$ cat config.mk
export PLATFORM = sky130hd
export DESIGN_NAME = uart_rx_top
export DESIGN_NICKNAME = d
export VERILOG_FILES = /design/src/source/uart_rx_pkg.sv /design/src/source/rx_line_frontend.sv /design/src/source/rx_bit_timer.sv /design/src/source/rx_data_shifter.sv /design/src/source/rx_frame_checker.sv /design/src/source/rx_control.sv /design/src/source/uart_rx_top.sv
export VERILOG_INCLUDE_DIRS = /design/src /design/src/source
export SDC_FILE = /design/constraint.sdc
export NUM_CORES = 1
export LEC_CHECK = 0
export CAP_MARGIN = 30
export CORE_UTILIZATION = 45
export CTS_CLUSTER_DIAMETER = 80
export DETAILED_ROUTE_END_ITERATION = 6
export DONT_BUFFER_PORTS = 1
export GPL_TIMING_DRIVEN = 0
export SETUP_SLACK_MARGIN = 0.5
export SKIP_LAST_GASP = 1
export SYNTH_ARGS = -nofsm -noshare
export SYNTH_HDL_FRONTEND = slang
export SYNTH_SLANG_ARGS = --single-unit
$ cat constraint.sdc
create_clock -name Rx_sample_ENABLE -period 2 [get_ports Rx_sample_ENABLE]
set_input_delay 0.1 -clock Rx_sample_ENABLE [delete_from_list [all_inputs] [get_ports Rx_sample_ENABLE]]
set_output_delay 0.1 -clock Rx_sample_ENABLE [all_outputs]
set_load 0.02 [all_outputs]
$ cat src/source/uart_rx_macros.svh
// receiver constants for a 16x sample clock and 8 data bits with RX_HALF_BIT held at RX_OVERSAMPLE/2
`ifndef UART_RX_MACROS_SVH
`define UART_RX_MACROS_SVH

// sample clock ticks in one bit period
// tick counters are 4 bits so this cannot go above 16
`define RX_OVERSAMPLE 16

// ticks from the detected falling edge to the middle of the start bit
`define RX_HALF_BIT 8

// data bits in one frame, sent LSB first
// followed by one even parity bit and one stop bit
`define RX_DATA_BITS 8

`endif

$ cat src/source/uart_rx_pkg.sv
// shared receiver types with 4-bit tick and bit counters sized for 16x oversampling and 8 data bits
`default_nettype none

`include "uart_rx_macros.svh"

package uart_rx_pkg;

  typedef logic [`RX_DATA_BITS-1:0] rx_byte_t; // one received data byte

  typedef logic [3:0] tick_count_t; // position within one bit period

  typedef logic [3:0] bit_index_t; // data bits collected so far, reaches 8

  // frame phases walked by the control FSM
  typedef enum logic [2:0]
  {
    idle,         // waiting for a falling edge on the line
    hunt_center,  // waiting for mid start bit to confirm it
    receive_data, // sampling the data bits
    check_parity, // sampling the parity bit
    check_stop    // sampling the stop bit
  } rx_state_t;

endpackage

`default_nettype wire

$ cat src/source/rx_line_frontend.sv
// rxd is asynchronous and idles high, line_sync lags the pin by two clocks of the 16x sample clock
`timescale 1ns/100ps
`default_nettype none

module rx_line_frontend
(
  input  wire  Rx_sample_ENABLE, // 16x baud clock
  input  wire  reset,            // async, active high
  input  wire  rxd,              // raw serial line
  output logic line_sync,        // synchronized line level
  output logic fall_seen         // one clock pulse on a high to low edge
);

  logic sync_meta; // first synchronizer stage, may go metastable
  logic line_prev; // line_sync one clock earlier

  // two stage synchronizer plus an edge history stage
  always_ff @(posedge Rx_sample_ENABLE or posedge reset)
  begin
    if (reset)
    begin
      sync_meta <= 1'b1; // line idles high
      line_sync <= 1'b1;
      line_prev <= 1'b1;
    end
    else
    begin
      sync_meta <= rxd;
      line_sync <= sync_meta;
      line_prev <= line_sync;
    end
  end

  // high before, low now
  assign fall_seen = line_prev & ~line_sync;

endmodule

`default_nettype wire

$ cat src/source/rx_bit_timer.sv
// tick spacing is fixed by RX_OVERSAMPLE, the first tick after a start lands RX_HALF_BIT clocks later
`timescale 1ns/100ps
`default_nettype none

`include "uart_rx_macros.svh"

module rx_bit_timer
  import uart_rx_pkg::*;
(
  input  wire  Rx_sample_ENABLE, // 16x baud clock
  input  wire  reset,            // async, active high
  input  wire  timer_start,      // pulse on a new start edge
  input  wire  timer_run,        // high while a frame is in progress
  output logic sample_tick       // one clock pulse at mid bit
);

  localparam tick_count_t TICK_LAST  = tick_count_t'(`RX_OVERSAMPLE - 1);
  localparam tick_count_t TICK_PRELD = tick_count_t'(`RX_OVERSAMPLE - `RX_HALF_BIT);

  tick_count_t tick_cnt; // position inside the current bit

  always_ff @(posedge Rx_sample_ENABLE or posedge reset)
  begin
    if (reset)
    begin
      tick_cnt <= '0;
    end
    else if (timer_start)
    begin
      tick_cnt <= TICK_PRELD; // only half a bit to run before the first tick
    end
    else if (timer_run)
    begin
      if (tick_cnt == TICK_LAST)
      begin
        tick_cnt <= '0; // wrap, one full bit to the next tick
      end
      else
      begin
        tick_cnt <= tick_cnt + 1'b1;
      end
    end
    else
    begin
      tick_cnt <= '0; // parked between frames
    end
  end

  // timer_run is low during the start pulse itself, so no tick leaks out there
  assign sample_tick = timer_run & (tick_cnt == TICK_LAST);

endmodule

`default_nettype wire

$ cat src/source/rx_data_shifter.sv
// collects RX_DATA_BITS bits LSB first and ignores further shifts once byte_full is high
`timescale 1ns/100ps
`default_nettype none

`include "uart_rx_macros.svh"

module rx_data_shifter
  import uart_rx_pkg::*;
(
  input  wire      Rx_sample_ENABLE, // 16x baud clock
  input  wire      reset,            // async, active high
  input  wire      timer_start,      // new frame, clears the bit count
  input  wire      shift_en,         // mid bit sample of a data bit
  input  wire      line_sync,        // synchronized line level
  output rx_byte_t shift_data,       // bits gathered so far
  output logic     byte_full         // all data bits are in
);

  localparam bit_index_t BIT_LAST = bit_index_t'(`RX_DATA_BITS);

  bit_index_t bit_cnt; // data bits shifted in this frame

  always_ff @(posedge Rx_sample_ENABLE or posedge reset)
  begin
    if (reset)
    begin
      shift_data <= '0;
      bit_cnt    <= '0;
    end
    else if (timer_start)
    begin
      bit_cnt <= '0; // old byte stays until overwritten
    end
    else if (shift_en && !byte_full)
    begin
      shift_data <= {line_sync, shift_data[`RX_DATA_BITS-1:1]}; // enter at MSB, first bit ends in bit 0
      bit_cnt    <= bit_cnt + 1'b1;
    end
  end

  assign byte_full = (bit_cnt == BIT_LAST);

endmodule

`default_nettype wire

$ cat src/source/rx_frame_checker.sv
// even parity only, one stop bit, and pulses land one clock after the stop bit sample
`timescale 1ns/100ps
`default_nettype none

module rx_frame_checker
  import uart_rx_pkg::*;
(
  input  wire      Rx_sample_ENABLE, // 16x baud clock
  input  wire      reset,            // async, active high
  input  wire      parity_strobe,    // mid bit sample of the parity bit
  input  wire      stop_strobe,      // mid bit sample of the stop bit
  input  wire      line_sync,        // synchronized line level
  input  wire rx_byte_t shift_data,  // collected data byte
  output rx_byte_t rx_data,          // last clean byte
  output logic     rx_valid,         // clean frame pulse
  output logic     rx_perror,        // parity error pulse
  output logic     rx_ferror         // framing error pulse
);

  logic parity_bad; // parity bit disagreed with the data

  // parity mismatch kept until the stop bit is seen
  always_ff @(posedge Rx_sample_ENABLE or posedge reset)
  begin
    if (reset)
    begin
      parity_bad <= 1'b0;
    end
    else if (parity_strobe)
    begin
      parity_bad <= line_sync ^ (^shift_data); // even parity over data plus parity bit
    end
  end

  // result pulses, each high for one clock only
  always_ff @(posedge Rx_sample_ENABLE or posedge reset)
  begin
    if (reset)
    begin
      rx_data   <= '0;
      rx_valid  <= 1'b0;
      rx_perror <= 1'b0;
      rx_ferror <= 1'b0;
    end
    else if (stop_strobe)
    begin
      rx_valid  <= ~parity_bad & line_sync;
      rx_perror <= parity_bad;
      rx_ferror <= ~line_sync; // stop bit must be high
      if (!parity_bad && line_sync)
      begin
        rx_data <= shift_data; // held until the next clean frame
      end
    end
    else
    begin
      rx_valid  <= 1'b0;
      rx_perror <= 1'b0;
      rx_ferror <= 1'b0;
    end
  end

endmodule

`default_nettype wire

$ cat src/source/rx_control.sv
// rx_en is looked at only in idle, so a frame already started always runs to its stop bit
`timescale 1ns/100ps
`default_nettype none

module rx_control
  import uart_rx_pkg::*;
(
  input  wire  Rx_sample_ENABLE, // 16x baud clock
  input  wire  reset,            // async, active high
  input  wire  rx_en,            // receiver enable
  input  wire  fall_seen,        // falling edge on the line
  input  wire  line_sync,        // synchronized line level
  input  wire  sample_tick,      // mid bit tick from the bit timer
  input  wire  byte_full,        // all data bits collected
  output logic timer_start,      // restart the bit timer
  output logic timer_run,        // keep the bit timer going
  output logic shift_en,         // shift a data bit in
  output logic parity_strobe,    // sample the parity bit
  output logic stop_strobe       // sample the stop bit
);

  rx_state_t state;      // current frame phase
  rx_state_t state_next; // phase for the next clock

  always_ff @(posedge Rx_sample_ENABLE or posedge reset)
  begin
    if (reset)
    begin
      state <= idle;
    end
    else
    begin
      state <= state_next;
    end
  end

  always_comb
  begin
    state_next    = state;
    timer_start   = 1'b0;
    shift_en      = 1'b0;
    parity_strobe = 1'b0;
    stop_strobe   = 1'b0;
    case (state)
      idle:
      begin
        if (rx_en && fall_seen)
        begin
          timer_start = 1'b1; // first tick half a bit from now
          state_next  = hunt_center;
        end
      end
      hunt_center:
      begin
        if (sample_tick)
        begin
          // a line already back high was only a glitch
          state_next = line_sync ? idle : receive_data;
        end
      end
      receive_data:
      begin
        shift_en = sample_tick;
        if (byte_full)
        begin
          state_next = check_parity; // eighth bit is in, next tick is parity
        end
      end
      check_parity:
      begin
        parity_strobe = sample_tick;
        if (sample_tick)
        begin
          state_next = check_stop;
        end
      end
      check_stop:
      begin
        stop_strobe = sample_tick;
        if (sample_tick)
        begin
          state_next = idle; // ready for a start bit right after the stop sample
        end
      end
      default:
      begin
        state_next = idle;
      end
    endcase
  end

  assign timer_run = (state != idle);

endmodule

`default_nettype wire

$ cat src/source/uart_rx_top.sv
// clocked by the 16x sample clock with no baud divider and no handshake, so unread bytes are overwritten
`timescale 1ns/100ps
`default_nettype none

module uart_rx_top
  import uart_rx_pkg::*;
(
  input  wire      Rx_sample_ENABLE, // 16x baud clock
  input  wire      reset,            // async, active high
  input  wire      rx_en,            // receiver enable
  input  wire      rxd,              // serial line, idles high
  output rx_byte_t rx_data,          // last clean byte
  output logic     rx_valid,         // clean frame pulse
  output logic     rx_perror,        // parity error pulse
  output logic     rx_ferror         // framing error pulse
);

  wire      line_sync;     // synchronized rxd
  wire      fall_seen;     // start edge candidate
  wire      timer_start;   // bit timer restart
  wire      timer_run;     // bit timer enable
  wire      sample_tick;   // mid bit tick
  wire      shift_en;      // data bit sample
  wire      parity_strobe; // parity bit sample
  wire      stop_strobe;   // stop bit sample
  wire      byte_full;     // data bits all in
  rx_byte_t shift_data;    // assembled byte

  rx_line_frontend rx_line_frontend_i
  (
    .Rx_sample_ENABLE (Rx_sample_ENABLE),
    .reset            (reset),
    .rxd              (rxd),
    .line_sync        (line_sync),
    .fall_seen        (fall_seen)
  );

  rx_control rx_control_i
  (
    .Rx_sample_ENABLE (Rx_sample_ENABLE),
    .reset            (reset),
    .rx_en            (rx_en),
    .fall_seen        (fall_seen),
    .line_sync        (line_sync),
    .sample_tick      (sample_tick),
    .byte_full        (byte_full),
    .timer_start      (timer_start),
    .timer_run        (timer_run),
    .shift_en         (shift_en),
    .parity_strobe    (parity_strobe),
    .stop_strobe      (stop_strobe)
  );

  rx_bit_timer rx_bit_timer_i
  (
    .Rx_sample_ENABLE (Rx_sample_ENABLE),
    .reset            (reset),
    .timer_start      (timer_start),
    .timer_run        (timer_run),
    .sample_tick      (sample_tick)
  );

  rx_data_shifter rx_data_shifter_i
  (
    .Rx_sample_ENABLE (Rx_sample_ENABLE),
    .reset            (reset),
    .timer_start      (timer_start),
    .shift_en         (shift_en),
    .line_sync        (line_sync),
    .shift_data       (shift_data),
    .byte_full        (byte_full)
  );

  rx_frame_checker rx_frame_checker_i
  (
    .Rx_sample_ENABLE (Rx_sample_ENABLE),
    .reset            (reset),
    .parity_strobe    (parity_strobe),
    .stop_strobe      (stop_strobe),
    .line_sync        (line_sync),
    .shift_data       (shift_data),
    .rx_data          (rx_data),
    .rx_valid         (rx_valid),
    .rx_perror        (rx_perror),
    .rx_ferror        (rx_ferror)
  );

endmodule

`default_nettype wire

==> flow_summary.json, run 1 <==
{
  "outcome": "finished, final reports clean",
  "crit_path_end_kind": "flip-flop",
  "reg2reg_slack_ps": 360,
  "setup_violations": 0,
  "initial_utilization": 0.474,
  "antenna_left": 0,
  "ioPinCount": 15,
  "io_buffer_count": 0,
  "cell_internal_pwr_mw": 1.23,
  "rsz0062_at_grt": "true",
  "dieArea_sq_um": 3480,
  "fin_crit_ps": 1640,
  "r2r_end": "rx_frame_checker_i.rx_data[6]",
  "irDropWorstVdd_uv": 534,
  "syn-cell-area_sq_um": 1460,
  "synth_top_area_frac": 0.531,
  "grt_max_degree": 20,
  "worstPathArrival_ps": 1870,
  "hold_path_class": "input port to flip-flop",
  "power_frac_seq": 0.508,
  "cts_tree": "yes",
  "holdPathStages": 3,
  "hold_violations": 0,
  "syn_nets": 116,
  "path_max_fanout": 5,
  "cellLeakagePower_nw": 0.941,
  "tightest_slew_ps": 799,
  "startpoint_type": "flip-flop",
  "holdPathEnd": "rx_data_shifter_i.bit_cnt[1]",
  "final_max_slew_viol_count": 0,
  "drtPass1Iterations": 4,
  "yosysWarnings": 0,
  "drc_errors": 0,
  "async_reset_ff_frac": 1.00,
  "drive_above_1_share": 0.478,
  "max-cap-violations": 0,
  "cts.sinks": 34,
  "fin_worst_skew_ps": 7.68,
  "grt_first_pass_wirelength_microns": 4320,
  "power_frac_comb": 0.265,
  "syn_area_per_cell_sq_um": 13.4,
  "synth_edf_count": 0,
  "worst_slack_ps": 364,
  "die_w_microns": 59.0,
  "crit_type": "flip-flop to flip-flop",
  "place_congestion": 0.731,
  "grt_usage": 0.177,
  "yosysMostFrequentCell": "dfrtp_1",
  "hpwlAfterDp_microns": 1550,
  "yosysTopAreaCell": "dfrtp_1",
  "synthTopCellsByArea": "dfrtp_1 53%, mux2_2 13%, dfstp_2 5.4%",
  "root_buffer": "clkbuf_4",
  "tns_ps": 0,
  "synth_seq_area_share": 0.585,
  "clkTransAtPathRegs_ps": 100,
  "syn_to_final_growth_pct": 29.3,
  "insertion_delay_ps": 330,
  "crit_start": "rx_bit_timer_i.tick_cnt[1]",
  "h-tree-depth": 2,
  "chipHeight_microns": 59.0,
  "dr_total_vias": 894,
  "cts_buffers": 5,
  "period_share": 0.818,
  "ys_ff_latch": 34,
  "rr_worst_depth": 6,
  "synth.lib_cells_used.distinct": 30,
  "power.density_nw_per_um2": 932,
  "p_switching_mw": 0.526,
  "clkPwrFrac": 0.226,
  "clock_path_buffers": 2,
  "viasPerCell": 4.97,
  "required_ps": 2230,
  "netlist_instances": 109,
  "first_iter_violations": 14,
  "diodes": 0,
  "routed_wl_microns": 2620,
  "synth_ff_type": "dfrtp_1",
  "coreArea_sq_um": 3080,
  "grt.overflow.total": 0,
  "synth_commonest_cells": "31 x dfrtp_1, 17 x mux2_2, 8 x xnor2_1",
  "slew_headroom": 0.467,
  "grt_pass1_vias": 937,
  "post-place-ws_ps": 326,
  "antenna_found_initial": 0,
  "placementRows": 20,
  "swShare": 0.299,
  "r2r_start": "rx_bit_timer_i.tick_cnt[1]",
  "nets": 142,
  "worstHoldStart": "rx_en",
  "routedWlPerCell_microns": 14.6,
  "timing.fmax_ghz": 0.611
}
-- metal layers --
metal  part of all wire  up-vias  GRT usage
met1               0.45      444      0.213
met4              0.023        0     0.0816
met2               0.49       14      0.286
li1                   -      429          -
met5                  0        -          0
met3              0.035        7     0.0615
-- power groups by stage --
stage	Combinational, mW	Sequential (mW)	Clock (mW)
finish	0.467	0.894	0.398
global route	0.527	0.912	0.437
CTS	0.403	0.889	0.415
detailed placement	0.288	0.902	0
global placement	0.273	0.898	0
floorplan	0.243	0.879	0
-- sequential cells by signal (all words and copies together), names as in the netlist, 3 cells and up --
register,count
rx_control_i.state,3
rx_data_shifter_i.shift_data,8
rx_bit_timer_i.tick_cnt,4
rx_frame_checker_i.rx_data,8
rx_data_shifter_i.bit_cnt,4
-- cells by family (layout without fill, tap and decap cells) --
group                    Yosys count  after routing  synth area share
adder cells (fa/ha/maj)            3              3            0.0257
buffers and inverters              7             33            0.0197
AO/OA/AOI/OAI                     10             10            0.0428
AND/OR/NAND/NOR                   27             28             0.118
flip-flops                        34             34             0.585
multiplexers                      18             18             0.138
XOR/XNOR                          10             10            0.0703
-- metrics by stage --
step	area, sq um	power, mW	utilization	cells	hold WS, ps
after global placement	1550	1.17	0.502	153	105
final	1890	1.76	0.613	180	118
after global routing	1890	1.88	0.613	180	115
after floorplan	1490	1.12	-	109	104
after detailed placement	1570	1.19	0.511	154	105
after CTS	1820	1.71	0.591	176	93.7
-- cell type report --
class,instances,area [sq um]
clock buffer,6,51.3
multi-input combinational,69,706
fill,254,1190
inverter,5,18.8
tap,44,55.1
clock inverter,2,12.5
sequential,34,855
timing repair buffer,18,168
buffer,2,22.5
-- what timing repair did --
| action | CTS | global route |
|---|---|---|
| buffers inserted | 10 | 4 |
| cloned | 2 | 0 |
| resized for setup | 16 | 9 |
| hold endpoints to repair | 19 | 0 |
| endpoints found under the setup margin | 20 | 22 |
| hold buffers | 2 | 0 |
| pin swaps | 5 | 2 |
-- layout by cell type (no fill, tap or decap), types with 3 or more instances in the layout --
cell type,netlist,routed
inv_1,5,4
mux2_4,0,10
buf_6,0,4
buf_4,0,13
xnor2_1,8,7
dfstp_2,3,3
dfrtp_1,31,31
mux2_2,17,7
clkbuf_4,0,5
nor2_1,5,5
-- worst max-delay path: stages (launching register included) --
cell and delay (ps):
dfrtp_1 390, ha_2 200, and3_4 150, buf_6 130
and3_4 200, nand3b_4 120, mux2_2 350
-- worst max-delay path by stage --
stage                                            endpoint  slack [ps]
after global placement    rx_data_shifter_i.shift_data[4]         340
after global routing        rx_frame_checker_i.rx_data[3]         320
after detailed placement    rx_frame_checker_i.rx_data[6]         330
after CTS                   rx_frame_checker_i.rx_data[6]         350
final                       rx_frame_checker_i.rx_data[6]         360
after floorplan             rx_frame_checker_i.rx_data[0]         430
No activity file was read; power rests on OpenSTA's default activity.
==> inputs of run 2 (changes only) <==
==> constraint.sdc (replaced) <==
create_clock -name Rx_sample_ENABLE -period 1.5 [get_ports Rx_sample_ENABLE]
set_input_delay 0.075 -clock Rx_sample_ENABLE [delete_from_list [all_inputs] [get_ports Rx_sample_ENABLE]]
set_output_delay 0.075 -clock Rx_sample_ENABLE [all_outputs]
set_load 0.02 [all_outputs]
==> run 2 against run 1 <==
  * The flow now finishes with violations (negative setup slack)
  * Cell count increased by 2.2%
  * Routed wire length down 0.99%
  * Non-clock buffer count rose by 4
  * Sequential share of layout area fell by 1.4 points
  * Power is 35% higher
  * Count of clock-buffer cells in the layout rose by 1
  * Utilization is 2.1 points higher
  * Via count increased by 3.2%
  * Register-to-register slack got worse by 500 ps
  * Clock skew up 1.2 ps
  * Sequential power grew 34%
  * Highest routed layer unchanged
==> flow_summary.json, run 2 (synthesis results as in run 1) <==
{
  "outcome": "complete, but fails checks",
  "violations": "negative setup slack",
  "dr_total_vias": 923,
  "first_iter_violations": 16,
  "grt_pass1_vias": 947,
  "worstPathArrival_ps": 1850,
  "place_congestion": 0.709,
  "hold_path_class": "input port to flip-flop",
  "slew_headroom": 0.639,
  "placementRows": 20,
  "period_share": 1.09,
  "grt_first_pass_wirelength_microns": 4240,
  "coreArea_sq_um": 3080,
  "crit_type": "flip-flop to flip-flop",
  "antenna_left": 0,
  "post-route-util": 0.634,
  "setup_violations": 20,
  "h-tree-depth": 2,
  "irDropWorstVdd_uv": 894,
  "layout.cells.most_common_list": "29 x dfrtp_1, 12 x buf_6, 9 x mux2_4, 9 x buf_4, 8 x mux2_2",
  "final_common_cell": "dfrtp_1",
  "routed_wl_microns": 2600,
  "worst_slack_ps": -132,
  "power.density_nw_per_um2": 1210,
  "tightest_slew_ps": 540,
  "io_buffer_count": 0,
  "cts.sinks": 34,
  "timing.fmax_ghz": 0.613,
  "final_max_slew_viol_count": 0,
  "drc_errors": 0,
  "grt_usage": 0.170,
  "initial_utilization": 0.474,
  "fin_worst_skew_ps": 8.92,
  "nets": 146,
  "hold_violations": 0,
  "path_max_fanout": 5,
  "root_buffer": "clkbuf_4",
  "dieArea_sq_um": 3480,
  "required_ps": 1720,
  "diodes": 0,
  "ioPinCount": 15,
  "syn_to_final_growth_pct": 33.7,
  "antenna_found_initial": 0,
  "max-cap-violations": 0,
  "drive_above_1_share": 0.529,
  "hold_ws_ps": 73.1,
  "clkTransAtPathRegs_ps": 100,
  "cts_tree": "yes",
  "viasPerCell": 5.02,
  "hpwlAfterDp_microns": 1540,
  "cts_buffers": 5,
  "startpoint_type": "flip-flop",
  "grt.overflow.total": 0,
  "rsz0062_at_grt": "true",
  "crit_path_end_kind": "flip-flop",
  "routedWlPerCell_microns": 14.1,
  "grt_max_degree": 23,
  "insertion_delay_ps": 330,
  "top_regs": "rx_data_shifter_i.shift_data (8), rx_frame_checker_i.rx_data (8)",
  "cellLeakagePower_nw": 0.970,
  "drtPass1Iterations": 3,
  "fin_crit_ps": 1630,
  "die_w_microns": 59.0,
  "p_total_mw": 2.37,
  "chipHeight_microns": 59.0,
  "clock_path_buffers": 2
}
==> run 2: path summary, 6_finish.rpt <==
kind                                               from                       endpoint  slack (ps)  cells past startpoint
max                          rx_bit_timer_i.tick_cnt[1]  rx_frame_checker_i.rx_data[6]        -130                      6
min                                               rx_en   rx_data_shifter_i.bit_cnt[0]          70                      3
max reg2reg                  rx_bit_timer_i.tick_cnt[1]  rx_frame_checker_i.rx_data[6]        -130                      6
min reg2reg                rx_line_frontend_i.sync_meta   rx_line_frontend_i.line_sync         360                      0
max in group asynchronous                         reset   rx_line_frontend_i.line_prev         700                      3
min in group asynchronous                         reset   rx_frame_checker_i.rx_ferror         220                      2
==> run 2: worst max-delay path: stages (launching register included) <==
cell	delay (ps)
dfrtp_1	400
ha_2	200
and3_4	150
buf_6	130
and3_4	200
nand3b_4	110
mux2_2	340
==> run 2: per-layer routing <==
| layer | vias to the layer above | routed length [microns] | track usage |
|---|---|---|---|
| li1 | 437 | - | - |
| met3 | 4 | 80 | 0.0615 |
| met2 | 15 | 1370 | 0.292 |
| met1 | 467 | 1120 | 0.195 |
| met5 | - | 0 | 0 |
| met4 | 0 | 25 | 0.0612 |
==> run 2: area by class of cell <==
| type | count | area, sq um |
|---|---|---|
| multi-input cells | 69 | 711 |
| fillers | 245 | 1130 |
| well taps | 44 | 55.1 |
| plain buffers | 2 | 22.5 |
| clock buffers | 7 | 55.1 |
| clock inverters | 1 | 5.00 |
| flip-flops and latches | 34 | 857 |
| inverters | 5 | 18.8 |
| repair buffers | 22 | 228 |
==> run 2: timing repair <==
action                                 4_1_cts  5_1_grt
setup endpoints to repair                   31       31
hold buffers                                 2        0
pin swaps                                    6        3
gates resized for setup                     22       12
buffers inserted                            11        7
endpoints found under the hold margin       13        0
cloned                                       2        0
==> run 2: power breakdown <==
part | switching, mW | internal (mW) | leakage (nW)
sequential | 0.144 | 1.06 | 0.446
clock | 0.293 | 0.227 | 0.0353
combinational | 0.261 | 0.382 | 0.489
total | 0.698 | 1.67 | 0.970
==> run 2: stage by stage <==
step	setup WS [ps]	instances	setup TNS (ps)	area, sq um
after global placement	-162	153	-2300	1560
final	-132	184	-1560	1950
after CTS	-142	177	-1600	1860
after global routing	-167	184	-2460	1950
after detailed placement	-165	154	-2650	1590
after floorplan	-66.6	109	-822	1510
==> inputs of run 3 (changes only) <==
--- a/config.mk
+++ b/config.mk
@@ -12,6 +12,7 @@
 export DETAILED_ROUTE_END_ITERATION = 6
 export DONT_BUFFER_PORTS = 1
 export GPL_TIMING_DRIVEN = 0
+export REMOVE_ABC_BUFFERS = 1
 export SETUP_SLACK_MARGIN = 0.5
 export SKIP_LAST_GASP = 1
 export SYNTH_ARGS = -nofsm -noshare
==> run 3 against run 2 <==
  * The flow still finishes with violations (negative setup slack)
  * Count of clock-buffer cells in the layout unchanged
  * Combinational power increased by 14%
  * Die area unchanged
  * Clock power increased by 2%
  * Global-route usage increased by 1.5 points
  * Critical path type unchanged
  * Largest cell class unchanged
  * Largest power group unchanged
==> flow_summary.json, run 3 (synthesis results as in run 1) <==
{
  "drtPass1Iterations": 4,
  "first_iter_violations": 11,
  "final_common_cell": "dfrtp_1",
  "setup_violations": 18,
  "final_max_slew_viol_count": 0,
  "period_share": 1.05,
  "hold_violations": 0,
  "grt_first_pass_wirelength_microns": 4460,
  "insertion_delay_ps": 340,
  "p_total_mw": 2.49,
  "drc_errors": 0,
  "rr_worst_depth": 5,
  "stdcell_area_sq_um": 1960,
  "chipHeight_microns": 59.0,
  "clock_path_buffers": 2,
  "hpwlAfterDp_microns": 1450,
  "die_w_microns": 59.0,
  "syn_to_final_growth_pct": 34.4,
  "worstHoldStart": "rx_en",
  "antenna_found_initial": 0,
  "layout.cells.most_common_list": "28 x dfrtp_1, 12 x buf_4, 9 x mux2_4, 8 x mux2_2, 7 x xnor2_1",
  "diodes": 0,
  "max-cap-violations": 0,
  "startpoint_type": "flip-flop",
  "dpl-instance-area_sq_um": 1520,
  "root_buffer": "clkbuf_4",
  "io_buffer_count": 0,
  "grt_pass1_vias": 948,
  "slew_headroom": 0.693,
  "cts_buffers": 5,
  "path_max_fanout": 6,
  "holdPathEnd": "rx_data_shifter_i.bit_cnt[1]",
  "place_congestion": 0.691,
  "initial_utilization": 0.474,
  "h-tree-depth": 2,
  "crit_path_end_kind": "flip-flop",
  "timing.fmax_ghz": 0.632,
  "routedWlPerCell_microns": 14.9,
  "drive_above_1_share": 0.529,
  "nets": 146,
  "crit_type": "flip-flop to flip-flop",
  "coreArea_sq_um": 3080,
  "r2r_start": "rx_bit_timer_i.tick_cnt[0]",
  "irDropWorstVdd_uv": 788,
  "viasPerCell": 5.13,
  "grt_usage": 0.185,
  "routed_wl_microns": 2740,
  "worstPathArrival_ps": 1810,
  "reg2reg_slack_ps": -80,
  "clkTransAtPathRegs_ps": 100,
  "worst_slack_ps": -81.2,
  "ioPinCount": 15,
  "power.density_nw_per_um2": 1270,
  "dr_total_vias": 943,
  "violations": "negative setup slack",
  "rsz0062_at_grt": "true",
  "top_regs": "rx_data_shifter_i.shift_data (8), rx_frame_checker_i.rx_data (8)",
  "placementRows": 20,
  "fin_worst_skew_ps": 8.17,
  "tns_ps": -969,
  "dieArea_sq_um": 3480,
  "r2r_end": "rx_frame_checker_i.rx_data[1]",
  "antenna_left": 0,
  "cts.sinks": 34,
  "required_ps": 1730,
  "tightest_slew_ps": 460,
  "fin_crit_ps": 1580,
  "cts_tree": "yes",
  "hold_path_class": "input port to flip-flop",
  "outcome": "complete, but fails checks",
  "grt_max_degree": 21,
  "holdPathStages": 3,
  "cellLeakagePower_nw": 0.958,
  "grt.overflow.total": 0
}
## run 3: how the worst max path moves through the flow
stage                                     from                            end  cells past startpoint
3_5_place_dp        rx_bit_timer_i.tick_cnt[0]   rx_data_shifter_i.bit_cnt[3]                      5
4_1_cts        rx_data_shifter_i.shift_data[6]  rx_frame_checker_i.parity_bad                      4
5_1_grt             rx_bit_timer_i.tick_cnt[0]  rx_frame_checker_i.rx_data[0]                      5
3_3_place_gp        rx_bit_timer_i.tick_cnt[0]   rx_data_shifter_i.bit_cnt[3]                      5
2_1_floorplan       rx_bit_timer_i.tick_cnt[0]   rx_data_shifter_i.bit_cnt[3]                      5
6_report            rx_bit_timer_i.tick_cnt[0]  rx_frame_checker_i.rx_data[1]                      5
## run 3: metrics by stage
stage / hold WS [ps] / setup slack [ps] / std cells / utilization
floorplan: 79.5 / -126 / 107 / -
global placement: 79.5 / -337 / 151 / 0.489
detailed placement: 79.5 / -378 / 152 / 0.494
CTS: 59.7 / -57.2 / 177 / 0.602
global route: 66.3 / -146 / 184 / 0.637
finish: 65.5 / -81.2 / 184 / 0.637
## run 3: worst max-delay path: stages, from the launching register on
cell and delay, ps:
dfrtp_1 370, ha_2 180, and3_4 250, and3_4 260, nand3b_4 130, mux2_2 290
## run 3: timing repair
item / in CTS / in global routing
buffers inserted: 13 / 7
gates resized for setup: 29 / 16
hold endpoints to repair: 17 / 0
hold buffers: 2 / 0
setup endpoints to repair: 31 / 47
cloned: 2 / 0
pin swaps: 10 / 8
## run 3: report_power, final
group	total, mW	internal, mW	switching, mW	leakage, nW
sequential	1.22	1.06	0.162	0.444
clock	0.528	0.227	0.301	0.0353
combinational	0.732	0.421	0.311	0.479
total	2.49	1.71	0.775	0.958
## run 3: final cells by class
class | count | area, sq um
Clock buffer | 7 | 55.1
Clock inverter | 1 | 5.00
Fill cell | 240 | 1120
Inverter | 5 | 22.5
Multi-Input combinational cell | 70 | 738
Sequential cell | 34 | 858
Tap cell | 44 | 55.1
Timing Repair Buffer | 23 | 228
## run 3: metal layers
metal,wire length [microns],global-route usage,part of all wire,vias to the layer above
met5,0,0,0,-
met3,105,0.0725,0.038,7
met2,1310,0.291,0.48,17
li1,-,-,-,441
met4,79,0.102,0.029,0
met1,1240,0.217,0.45,478
